<file path="src/hw/trap_pkg.sv">
// Shared widths, CSR address encoding and constants for the trap unit RTL and its testbench.
package trap_pkg;

    // Data path width of every CSR.
    localparam int XLEN = 32;
    // CSR address width.
    localparam int CSR_ADDR_W = 12;

    // Stored mcause number width.
    localparam int CAUSE_W = 5;
    // Synchronous trap cause as delivered by the pipeline.
    localparam int TRAP_CAUSE_W = 4;

    // External interrupt lines occupy numbers 16 to 31.
    localparam int IRQ_LO = 16;
    localparam int IRQ_HI = 31;

    // Cycles mstatus.mie must already have been set before interrupts fire.
    localparam int MIE_DELAY = 2;

    // RV32 with I and M extensions.
    localparam logic [XLEN-1:0] MISA_VALUE = 32'h4000_1100;
    // Single hart system.
    localparam logic [XLEN-1:0] HART_ID = 32'h0000_0000;

    // Field positions inside mstatus.
    localparam int MSTATUS_MIE_BIT = 3;
    localparam int MSTATUS_MPIE_BIT = 7;

    // Implemented machine CSRs, used as the opcodes of the CSR port.
    typedef enum logic [CSR_ADDR_W-1:0] {
        CSR_MSTATUS    = 12'h300,
        CSR_MISA       = 12'h301,
        CSR_MEDELEG    = 12'h302,
        CSR_MIDELEG    = 12'h303,
        CSR_MIE        = 12'h304,
        CSR_MTVEC      = 12'h305,
        CSR_MSTATUSH   = 12'h310,
        CSR_MSCRATCH   = 12'h340,
        CSR_MEPC       = 12'h341,
        CSR_MCAUSE     = 12'h342,
        CSR_MTVAL      = 12'h343,
        CSR_MIP        = 12'h344,
        CSR_MVENDORID  = 12'hf11,
        CSR_MARCHID    = 12'hf12,
        CSR_MIMPID     = 12'hf13,
        CSR_MHARTID    = 12'hf14,
        CSR_MCONFIGPTR = 12'hf15
    } csr_addr_e;

endpackage

</file>
<file path="src/hw/csr_file.sv">
// Machine-mode CSR storage with combinational read decode and trap, write and mret updates.
`timescale 1ns/10ps

module csr_file import trap_pkg::*; (
    input  logic                 clk,
    input  logic                 rst,

    // CSR access port.
    input  csr_addr_e            csr_addr,
    input  logic                 csr_we,
    input  logic [XLEN-1:0]      csr_wdata,
    output logic [XLEN-1:0]      csr_rdata,
    output logic                 csr_exists,
    output logic                 csr_rdonly,

    // Trap entry from the dispatcher.
    input  logic                 ex_take,
    input  logic                 ex_irq,
    input  logic [CAUSE_W-1:0]   ex_cause,
    input  logic [XLEN-1:1]      ex_epc,

    // Return from trap.
    input  logic                 mret,

    // Latched external lines, for mip.
    input  logic [XLEN-1:0]      irq_latched,

    // State seen by the arbiter and the fetch side.
    output logic                 mstatus_mie,
    output logic [XLEN-1:0]      mie_mask,
    output logic [XLEN-1:2]      mtvec,
    output logic [XLEN-1:1]      mepc
);

    // Previous interrupt enable, saved on trap entry.
    logic                 mstatus_mpie;
    logic [XLEN-1:0]      mscratch;
    // mcause split into interrupt flag and number.
    logic                 mcause_int;
    logic [CAUSE_W-1:0]   mcause_no;

    // Assembled read views.
    logic [XLEN-1:0]      mstatus_val;
    logic [XLEN-1:0]      mcause_val;

    always_comb begin
        mstatus_val = '0;
        mstatus_val[MSTATUS_MIE_BIT] = mstatus_mie;
        mstatus_val[MSTATUS_MPIE_BIT] = mstatus_mpie;
    end

    // Interrupt flag in the top bit, number in the low bits.
    assign mcause_val = {mcause_int, {(XLEN-1-CAUSE_W){1'b0}}, mcause_no};

    // Read decode.
    always_comb begin
        csr_exists = 1'b1;
        csr_rdonly = 1'b0;
        csr_rdata = '0;
        case (csr_addr)
            CSR_MSTATUS:   csr_rdata = mstatus_val;
            CSR_MISA:      csr_rdata = MISA_VALUE;
            // No delegation, no upper status bits, no trap value.
            CSR_MEDELEG,
            CSR_MIDELEG,
            CSR_MSTATUSH,
            CSR_MTVAL:     csr_rdata = '0;
            CSR_MIE:       csr_rdata = mie_mask;
            // Direct mode only.
            CSR_MTVEC:     csr_rdata = {mtvec, 2'b00};
            // Pending lines as seen through the enables.
            CSR_MIP:       csr_rdata = irq_latched & mie_mask;
            CSR_MSCRATCH:  csr_rdata = mscratch;
            CSR_MEPC:      csr_rdata = {mepc, 1'b0};
            CSR_MCAUSE:    csr_rdata = mcause_val;
            // ID registers.
            CSR_MVENDORID,
            CSR_MARCHID,
            CSR_MIMPID,
            CSR_MCONFIGPTR: begin
                csr_rdonly = 1'b1;
                csr_rdata = '0;
            end
            CSR_MHARTID: begin
                csr_rdonly = 1'b1;
                csr_rdata = HART_ID;
            end
            default: begin
                csr_exists = 1'b0;
            end
        endcase
    end

    // Update priority is trap entry, then CSR write, then mret.
    always_ff @(posedge clk) begin
        if (rst) begin
            mstatus_mie <= 1'b0;
            mstatus_mpie <= 1'b0;
            mie_mask <= '0;
            mtvec <= '0;
            mscratch <= '0;
            mepc <= '0;
            mcause_int <= 1'b0;
            mcause_no <= '0;
        end else if (ex_take) begin
            // Stack the enable and record where and why.
            mstatus_mpie <= mstatus_mie;
            mstatus_mie <= 1'b0;
            mepc <= ex_epc;
            mcause_int <= ex_irq;
            mcause_no <= ex_cause;
        end else if (csr_we) begin
            case (csr_addr)
                CSR_MSTATUS: begin
                    mstatus_mie <= csr_wdata[MSTATUS_MIE_BIT];
                    mstatus_mpie <= csr_wdata[MSTATUS_MPIE_BIT];
                end
                CSR_MIE:      mie_mask <= csr_wdata;
                CSR_MTVEC:    mtvec <= csr_wdata[XLEN-1:2];
                CSR_MSCRATCH: mscratch <= csr_wdata;
                CSR_MEPC:     mepc <= csr_wdata[XLEN-1:1];
                CSR_MCAUSE: begin
                    mcause_int <= csr_wdata[XLEN-1];
                    mcause_no <= csr_wdata[CAUSE_W-1:0];
                end
                // Read-only or hardwired, write dropped.
                default: begin
                end
            endcase
        end else if (mret) begin
            // Unstack the enable.
            mstatus_mie <= mstatus_mpie;
        end
    end

endmodule

</file>
<file path="src/hw/irq_arbiter.sv">
// Latches the external interrupt lines, masks them and picks the lowest pending line.
`timescale 1ns/10ps

module irq_arbiter import trap_pkg::*; (
    input  logic                clk,
    input  logic                rst,
    // Raw external lines.
    input  logic [IRQ_HI:IRQ_LO] irq,
    // Per-line enables from mie.
    input  logic [XLEN-1:0]     mie_mask,
    // Global enable from mstatus.
    input  logic                mstatus_mie,
    output logic [XLEN-1:0]     irq_latched,
    output logic                irq_pending,
    output logic [CAUSE_W-1:0]  irq_cause
);

    // Enabled and latched lines.
    logic [XLEN-1:0]      irq_masked;
    // History of mstatus.mie, newest in bit 0.
    logic [MIE_DELAY-1:0] mie_seq;
    // Global enable after the settling delay.
    logic                 irq_en;

    // One cycle of latency on the external lines.
    always_ff @(posedge clk) begin
        if (rst) begin
            irq_latched <= '0;
        end else begin
            irq_latched <= '0;
            irq_latched[IRQ_HI:IRQ_LO] <= irq;
        end
    end

    assign irq_masked = irq_latched & mie_mask;

    // Scan downward so the lowest set line wins.
    always_comb begin
        irq_cause = '0;
        for (int i = IRQ_HI; i >= IRQ_LO; i--) begin
            if (irq_masked[i]) begin
                irq_cause = CAUSE_W'(i);
            end
        end
    end

    // Interrupts stay blocked right after mie goes high.
    always_ff @(posedge clk) begin
        if (rst) begin
            mie_seq <= '0;
        end else begin
            mie_seq <= (mie_seq << 1) | MIE_DELAY'(mstatus_mie);
        end
    end

    assign irq_en = (&mie_seq) && mstatus_mie;
    assign irq_pending = irq_en && (|irq_masked);

endmodule

</file>
<file path="src/hw/trap_dispatch.sv">
// Chooses between a pending interrupt and a synchronous trap for the retiring instruction.
`timescale 1ns/10ps

module trap_dispatch import trap_pkg::*; (
    // Instruction completing this cycle.
    input  logic                    retire_valid,
    // It raised a synchronous trap.
    input  logic                    retire_trap,
    input  logic [TRAP_CAUSE_W-1:0] retire_cause,

    // From the arbiter.
    input  logic                    irq_pending,
    input  logic [CAUSE_W-1:0]      irq_cause,

    // Trap entry strobe and its cause.
    output logic                    ex_take,
    output logic                    ex_irq,
    output logic [CAUSE_W-1:0]      ex_cause
);

    // Trap cause widened to mcause width.
    logic [CAUSE_W-1:0] trap_cause_ext;

    assign trap_cause_ext = {{(CAUSE_W-TRAP_CAUSE_W){1'b0}}, retire_cause};

    always_comb begin
        ex_take = 1'b0;
        ex_irq = 1'b0;
        ex_cause = '0;
        if (irq_pending && retire_valid) begin
            // Interrupt wins, the trap is dropped with the instruction.
            ex_take = 1'b1;
            ex_irq = 1'b1;
            ex_cause = irq_cause;
        end else if (retire_trap) begin
            // Synchronous trap.
            ex_take = 1'b1;
            ex_cause = trap_cause_ext;
        end
    end

endmodule

</file>
<file path="src/hw/trap_unit.sv">
// Machine-mode trap and interrupt unit top, instantiated beside the processor pipeline.
`timescale 1ns/10ps

module trap_unit import trap_pkg::*; (
    input  logic                    clk,
    input  logic                    rst,
    // CSR port.
    input  csr_addr_e               csr_addr,
    input  logic                    csr_we,
    input  logic [XLEN-1:0]         csr_wdata,
    output logic [XLEN-1:0]         csr_rdata,
    output logic                    csr_exists,
    output logic                    csr_rdonly,
    // Retiring instruction.
    input  logic                    retire_valid,
    input  logic                    retire_trap,
    input  logic [TRAP_CAUSE_W-1:0] retire_cause,
    input  logic [XLEN-1:1]         retire_pc,
    input  logic                    mret,
    // External interrupts.
    input  logic [IRQ_HI:IRQ_LO]    irq,
    // Control transfer to the fetch stage.
    output logic                    trap_taken,
    output logic [XLEN-1:2]         trap_vector,
    output logic [XLEN-1:1]         ret_pc
);

    logic                 mstatus_mie;
    logic [XLEN-1:0]      mie_mask;
    logic [XLEN-1:0]      irq_latched;
    logic                 irq_pending;
    logic [CAUSE_W-1:0]   irq_cause;
    logic                 ex_irq;
    logic [CAUSE_W-1:0]   ex_cause;

    // Trap strobe feeds both the CSR update and the fetch redirect.
    csr_file i_csr_file (
        .clk(clk), .rst(rst),
        .csr_addr(csr_addr), .csr_we(csr_we), .csr_wdata(csr_wdata),
        .csr_rdata(csr_rdata), .csr_exists(csr_exists), .csr_rdonly(csr_rdonly),
        .ex_take(trap_taken), .ex_irq(ex_irq), .ex_cause(ex_cause), .ex_epc(retire_pc),
        .mret(mret), .irq_latched(irq_latched),
        .mstatus_mie(mstatus_mie), .mie_mask(mie_mask), .mtvec(trap_vector), .mepc(ret_pc)
    );

    irq_arbiter i_irq_arbiter (
        .clk(clk), .rst(rst), .irq(irq), .mie_mask(mie_mask), .mstatus_mie(mstatus_mie),
        .irq_latched(irq_latched), .irq_pending(irq_pending), .irq_cause(irq_cause)
    );

    trap_dispatch i_trap_dispatch (
        .retire_valid(retire_valid), .retire_trap(retire_trap), .retire_cause(retire_cause),
        .irq_pending(irq_pending), .irq_cause(irq_cause),
        .ex_take(trap_taken), .ex_irq(ex_irq), .ex_cause(ex_cause)
    );

endmodule

</file>
<file path="config.mk">
export PLATFORM = sky130hd
export DESIGN_NAME = trap_unit
export DESIGN_NICKNAME = d
export VERILOG_FILES = /design/src/hw/trap_pkg.sv /design/src/hw/csr_file.sv /design/src/hw/irq_arbiter.sv /design/src/hw/trap_dispatch.sv /design/src/hw/trap_unit.sv
export SDC_FILE = /design/constraint.sdc
export NUM_CORES = 1
export LEC_CHECK = 0
export ABC_AREA = 1
export BUFFER_PORTS_ARGS = -buffer_cell sky130_fd_sc_hd__buf_2
export CAP_MARGIN = 40
export CORE_AREA = 2 2 149 151
export CTS_BUF_LIST = sky130_fd_sc_hd__clkbuf_8
export DETAILED_ROUTE_END_ITERATION = 6
export DIE_AREA = 0 0 151 153
export GPL_TIMING_DRIVEN = 0
export SLEW_MARGIN = 20
export SYNTH_ARGS = -nofsm -noshare
export SYNTH_HDL_FRONTEND = slang
export SYNTH_HIERARCHICAL = 1
export SYNTH_SLANG_ARGS = --single-unit
</file>
<file path="constraint.sdc">
create_clock -name clk -period 2.34 [get_ports clk]
set_clock_uncertainty 0.15 [all_clocks]
set_input_delay 0.468 -clock clk [delete_from_list [all_inputs] [get_ports clk]]
set_output_delay 0.468 -clock clk [all_outputs]
set_load 0.05 [all_outputs]
</file>
Word-level counts from Yosys, hierarchy flattened --
Index checks and enable logic that the tools add are counted.
Storage, ports and cells: logic and storage cells 91, output and inout bits 96, register bits 167
Cells by class: muxes and demuxes 39, reductions and logical operators 20, bitwise logic cells 3, equality and inequality tests 18
Operators by type and width (count):
- $pmux W32 S8 | 1
- $eq A12 B10 Y1 const B | 12
- $mux W5 | 20
- $mux W31 | 3
- $eq A12 B12 Y1 const B | 5
- $and A32 B32 Y32 | 1
- $reduce_or A32 Y1 | 1
- $reduce_or A17 Y1 | 1
- $mux W1 | 14
- $reduce_and A2 Y1 | 5
- $reduce_bool A2 Y1 | 5
- $reduce_and A3 Y1 | 3
- $reduce_or A5 Y1 | 1
- $mux W4 | 1
- $logic_and A1 B1 Y1 | 3
- $ne A2 B1 Y1 const B | 1
- $or A2 B1 Y2 | 1
- $reduce_or A2 Y1 | 1
- $not A1 Y1 | 1

Logic depth before layout (Yosys ltp) --
depth after elaboration 19, depth in mapped cells 22, gate-level depth less buffers 22

Hierarchy --
The synthesis kept the hierarchy.
By module, submodules not included:
- csr_file | seq. area each 2662.6 sq um, cells an instance 1286, area each 7423.4 sq um, instances 1
- irq_arbiter | seq. area each 360.3 sq um, cells an instance 130, area each 909.6 sq um, instances 1
- trap_dispatch | seq. area each 0.0 sq um, cells an instance 26, area each 105.1 sq um, instances 1

Least setup slack after synthesis --
No wires, ideal clock.
path type register to register, from register i_csr_file.mie_mask[17], to register i_csr_file.mcause_no[0], setup slack -295 ps, arrival time 2415 ps, path buffers 2, clock period less this slack 2635 ps, stages on the path, launching flop included 15, setup time 70 ps, cells stage by stage dfxtp_1 nand2_1 nand2_1 nor2_1 inv_2 nor2_1 a21oi_1 nand2_2 nand2_1 buf_2 inv_2 nand2_1 buf_1 nand3_1 a21oi_1
Between the ends: longest elaborated chain between the ends 7, elaborated cells between the ends (all ways) 12
Ends and longest elaborated chain:
- from (decl) | RTL line csr_file.sv:30 | output logic [XLEN-1:0] mie_mask,
- from (signal assigned) | RTL line csr_file.sv:118 | CSR_MIE: mie_mask <= csr_wdata;
- $and A32 B32 Y32 (*) | RTL line irq_arbiter.sv:35 | assign irq_masked = irq_latched & mie_mask;
- $reduce_or A32 Y1 (*) | RTL line irq_arbiter.sv:57 | assign irq_pending = irq_en && (|irq_masked);
- $logic_and A1 B1 Y1 (*) | RTL line irq_arbiter.sv:57
- net irq_pending | RTL line trap_unit.sv:31 | logic irq_pending;
- $logic_and A1 B1 Y1 (*) | RTL line trap_dispatch.sv:30 | if (irq_pending && retire_valid) begin
- $mux W1 (*) | RTL line trap_dispatch.sv:30
- net trap_taken | RTL line trap_unit.sv:23 | output logic trap_taken,
- $reduce_bool A2 Y1 (no line)
- $reduce_and A2 Y1 (no line)
- to (signal assigned) | RTL line csr_file.sv:111 | mcause_no <= ex_cause;
- to (signal assigned) | RTL line csr_file.sv:124 | mcause_no <= csr_wdata[CAUSE_W-1:0];
- to (decl) | RTL line csr_file.sv:40 | logic [CAUSE_W-1:0] mcause_no;
The timed path passes the listed nets; every way through them passes the cells marked *. A chain may end at the register's enable or synchronous reset.

Worst setup path in the final report --
from input csr_addr[10], to output csr_rdata[27]
Between the ends: longest elaborated chain between the ends 2, elaborated cells between the ends (all ways) 9
Ends and longest elaborated chain:
- from (decl) | RTL line trap_unit.sv:8 | input csr_addr_e csr_addr,
- $eq A12 B10 Y1 | RTL line csr_file.sv:60 | case (csr_addr)
- $pmux W32 S8 (*) | RTL line csr_file.sv:60
- to (decl) | RTL line trap_unit.sv:11 | output logic [XLEN-1:0] csr_rdata,
Every way passes the cells marked *; elsewhere a longest branch is shown, timed or not.

==> impl_metrics.env <==
export IMPL_whs_path_depth=3
export IMPL_syn_inst=1442
export IMPL_yosys_warnings=6
export IMPL_wl_met3_mm=2.97
export IMPL_yosys_register_bits=151
export IMPL_vias=10114
export IMPL_clk_pin_slew_ns=0.09
export IMPL_dieHeight_um=153
export IMPL_cts_buffers=17
export IMPL_worst_pin_slew_ns=0.902
export IMPL_via_per_inst=4.97
export IMPL_clock_sinks=151
export IMPL_internal_power_mw=3.85
export IMPL_root_buffer="clkbuf_8"
export IMPL_drive_gt1_frac=0.367
export IMPL_crit_chain="buf_6 > nor2_4 > nand2_4 > nor2_4 > nand2_2 > nand2_8 > buf_12 > nand3_4 > nand3b_1 > buf_6"
export IMPL_cts_max_path_buffers=2
export IMPL_fin_crit_sh=1.05
export IMPL_core_mm2=0.0215
export IMPL_clock_latency_ns=0.46
export IMPL_remaining_drc_errors=0
export IMPL_max_slew_margin_rel=0.399
export IMPL_path_class="input port to output port"
export IMPL_crit_slowest_cell="nor2_4"
export IMPL_p_seq_frac=0.485
export IMPL_dr_wl_met2_mm=16.6
export IMPL_violations="negative setup slack"
export IMPL_track_usage=0.282
export IMPL_pin_count=197
export IMPL_cp_end_kind="output port"
export IMPL_netlist_area_mm2=0.00844
export IMPL_drtIter0Drc=862
export IMPL_cts_tree="yes"
export IMPL_hold_buffers=0
export IMPL_first_global_vias=8987
export IMPL_setup_viol=69
export IMPL_power_frac_comb=0.158
export IMPL_finalPower_mw=5.51
export IMPL_min_period_ns=2.45
export IMPL_multi_input_area_mm2=0.00535
export IMPL_ant_nets=0
export IMPL_met1_length_mm=14.5
export IMPL_die_x_um=151
export IMPL_fin_tns_setup_ns=-2.33
export IMPL_area_delta_synth_final_pct=53.5
export IMPL_dp_cells=1932
export IMPL_port_buffers=195
export IMPL_utilization=0.603
export IMPL_gp_congestion=0.864
export IMPL_slew_viol_final=0
export IMPL_sw_frac_of_total=0.302
export IMPL_regArea_mm2=0.00305
export IMPL_grt_pass1_wl_mm=49.3
export IMPL_critPathMaxStageDelay_ns=0.20
export IMPL_synth_avg_cell_area_um2=5.85
export IMPL_routedWlPerCell_um=17.3
export IMPL_n_fill_cell=2022
export IMPL_switchingPower_mw=1.66
export IMPL_p_per_area_mw_per_mm2=425
export IMPL_p_clk_frac=0.357
export IMPL_drv_cap=0
export IMPL_cp_num_cells=10
export IMPL_hold_viol=0
export IMPL_path_delay_family="simple AND/OR/NAND/NOR gates"
export IMPL_yosysUniqueCellTypes=25
export IMPL_ys_seq_area_frac=0.358
export IMPL_drt_wl_total_mm=35.2
export IMPL_layout_cells_non_filler=2036
export IMPL_cp_max_fo=5
export IMPL_die_area_mm2=0.0231
export IMPL_ir_worst_vdd_mv=0.322
export IMPL_dp_hpwl_mm=22.9
export IMPL_status="complete, but fails checks"
export IMPL_grt_max_degree=17
export IMPL_max_freq_mhz=407
export IMPL_hold_class="input port to flop"
export IMPL_rsz0062_at_grt="yes"
export IMPL_r2r_cells=14
export IMPL_critPathBufInv=3
export IMPL_dr_pass1_iters=7
export IMPL_num_rows=54
export IMPL_rrSetupSlack_ns=-0.06
export IMPL_p_leak_nw=6.99
export IMPL_htreeDepth=4
export IMPL_antenna_found_initial=0
export IMPL_grt_overflow=0
export IMPL_start_util=0.393
export IMPL_finalNetCount=1845
export IMPL_antenna_cells=0
export IMPL_arrival_ns=1.84
export IMPL_top_layer_used="met4"
export IMPL_critical_path_startpoint_type="input port"
export IMPL_crit_required_ns=1.72
export IMPL_layout_setup_ws_ns=-0.115
## cells by family after synthesis
| logic type | count (synthesis) | synth area share |
|---|---|---|
| and+or+nand+nor | 983 | 0.475 |
| buffers and inverters | 250 | 0.131 |
| other | 1 | 0.000444 |
| DFF | 151 | 0.358 |
| AOI/OAI and AO/OA | 57 | 0.0351 |
## final cells by class
class                      count  area share
timing repair inverter         1    0.000676
inverter                     165      0.0519
tap                          280      0.0270
clock buffer                  20      0.0212
multi-input combinational   1056       0.413
timing repair buffer         268       0.172
clock inverter                11     0.00773
buffer                        84      0.0714
sequential                   151       0.235
## final timing paths
| check | startpoint | end |
|---|---|---|
| max | csr_addr[10] | csr_rdata[27] |
| max reg2reg | i_csr_file/mie_mask[24] | i_csr_file/mtvec[25] |
| min | irq[30] | i_irq_arbiter/irq_latched[30] |
| min reg2reg | i_irq_arbiter/mie_seq[0] | i_irq_arbiter/mie_seq[1] |
## worst min-delay path, delay by kind of cell
| family | cells | cell delay (ns) |
|---|---|---|
| buffers and inverters | 2 | 0.13 |
| AND/OR/NAND/NOR | 1 | 0.03 |
## cell usage in the layout (no fill, tap or decap), types with 18 or more instances in the layout
master and count:
dfxtp_1 133, a21oi_1 25, nand2_2 97, a21oi_2 21, clkbuf_8 23, buf_6 51, nand2_1 428, inv_1 149
nand3_1 108, buf_12 25, buf_8 24, dfxtp_2 18, buf_4 62, nand2_4 43, nor2_2 38, nor2_4 22
nor2_1 215, buf_2 155
## synthesized netlist by cell type
cell,count,area [um2]
a21oi_1,46,230
a31o_1,1,8.76
dfxtp_1,151,3020
buf_4,20,150
inv_2,12,45.0
nand4_1,3,18.8
nor2_1,264,991
o21ai_0,7,35.0
nor3_1,3,15.0
buf_2,24,120
nand2_4,5,56.3
nor2_2,5,31.3
clkbuf_1,30,113
a21oi_2,1,8.76
buf_1,3,11.3
a31oi_1,1,6.26
nand2_1,555,2080
nand3_1,119,596
nor2_4,6,67.6
conb_1,1,3.75
nand3b_1,7,52.6
buf_6,8,90.1
nand2_2,16,100
inv_1,153,574
o21bai_1,1,7.51
## per-stage QoR
| step | hold WS [ns] | area (um2) | setup slack (ns) |
|---|---|---|---|
| after floorplan | 0.254 | 8500 | -0.000614 |
| after global placement | 0.260 | 9830 | -0.657 |
| after detailed placement | 0.265 | 9830 | -0.657 |
| after CTS | 0.0348 | 11400 | -0.0857 |
| after global routing | 0.0352 | 13000 | -0.151 |
| final | 0.0572 | 13000 | -0.115 |
## flip-flops by register name, summed over array words and instances (netlist names)
name and cells:
i_csr_file/mepc 31, i_csr_file/mie_mask 32, i_irq_arbiter/mie_seq 2, i_csr_file/mstatus_mie 1, i_csr_file/mstatus_mpie 1, i_csr_file/mtvec 30
i_csr_file/mscratch 32, i_irq_arbiter/irq_latched 16, i_csr_file/mcause_int 1, i_csr_file/mcause_no 5
## power groups by stage
stage	registers (mW)	logic [mW]	clock network (mW)
floorplan	2.86	0.300	0
global placement	2.73	0.706	0
detailed placement	2.73	0.711	0
CTS	2.67	0.774	2.01
global route	2.68	0.935	2.10
finish	2.67	0.870	1.97
## routing by layer
layer	vias to the layer above	GRT usage
met5	-	0
met4	0	0.0988
met3	69	0.0555
met2	489	0.473
met1	4654	0.360
li1	4902	-
## repair_timing
action | in CTS | in global routing
resized for setup | 249 | 345
buffers inserted | 33 | 24
cloned | 5 | 12
pin swaps | 42 | 74
setup endpoints to repair | 166 | 155
Power figures use the tool's default switching activity.
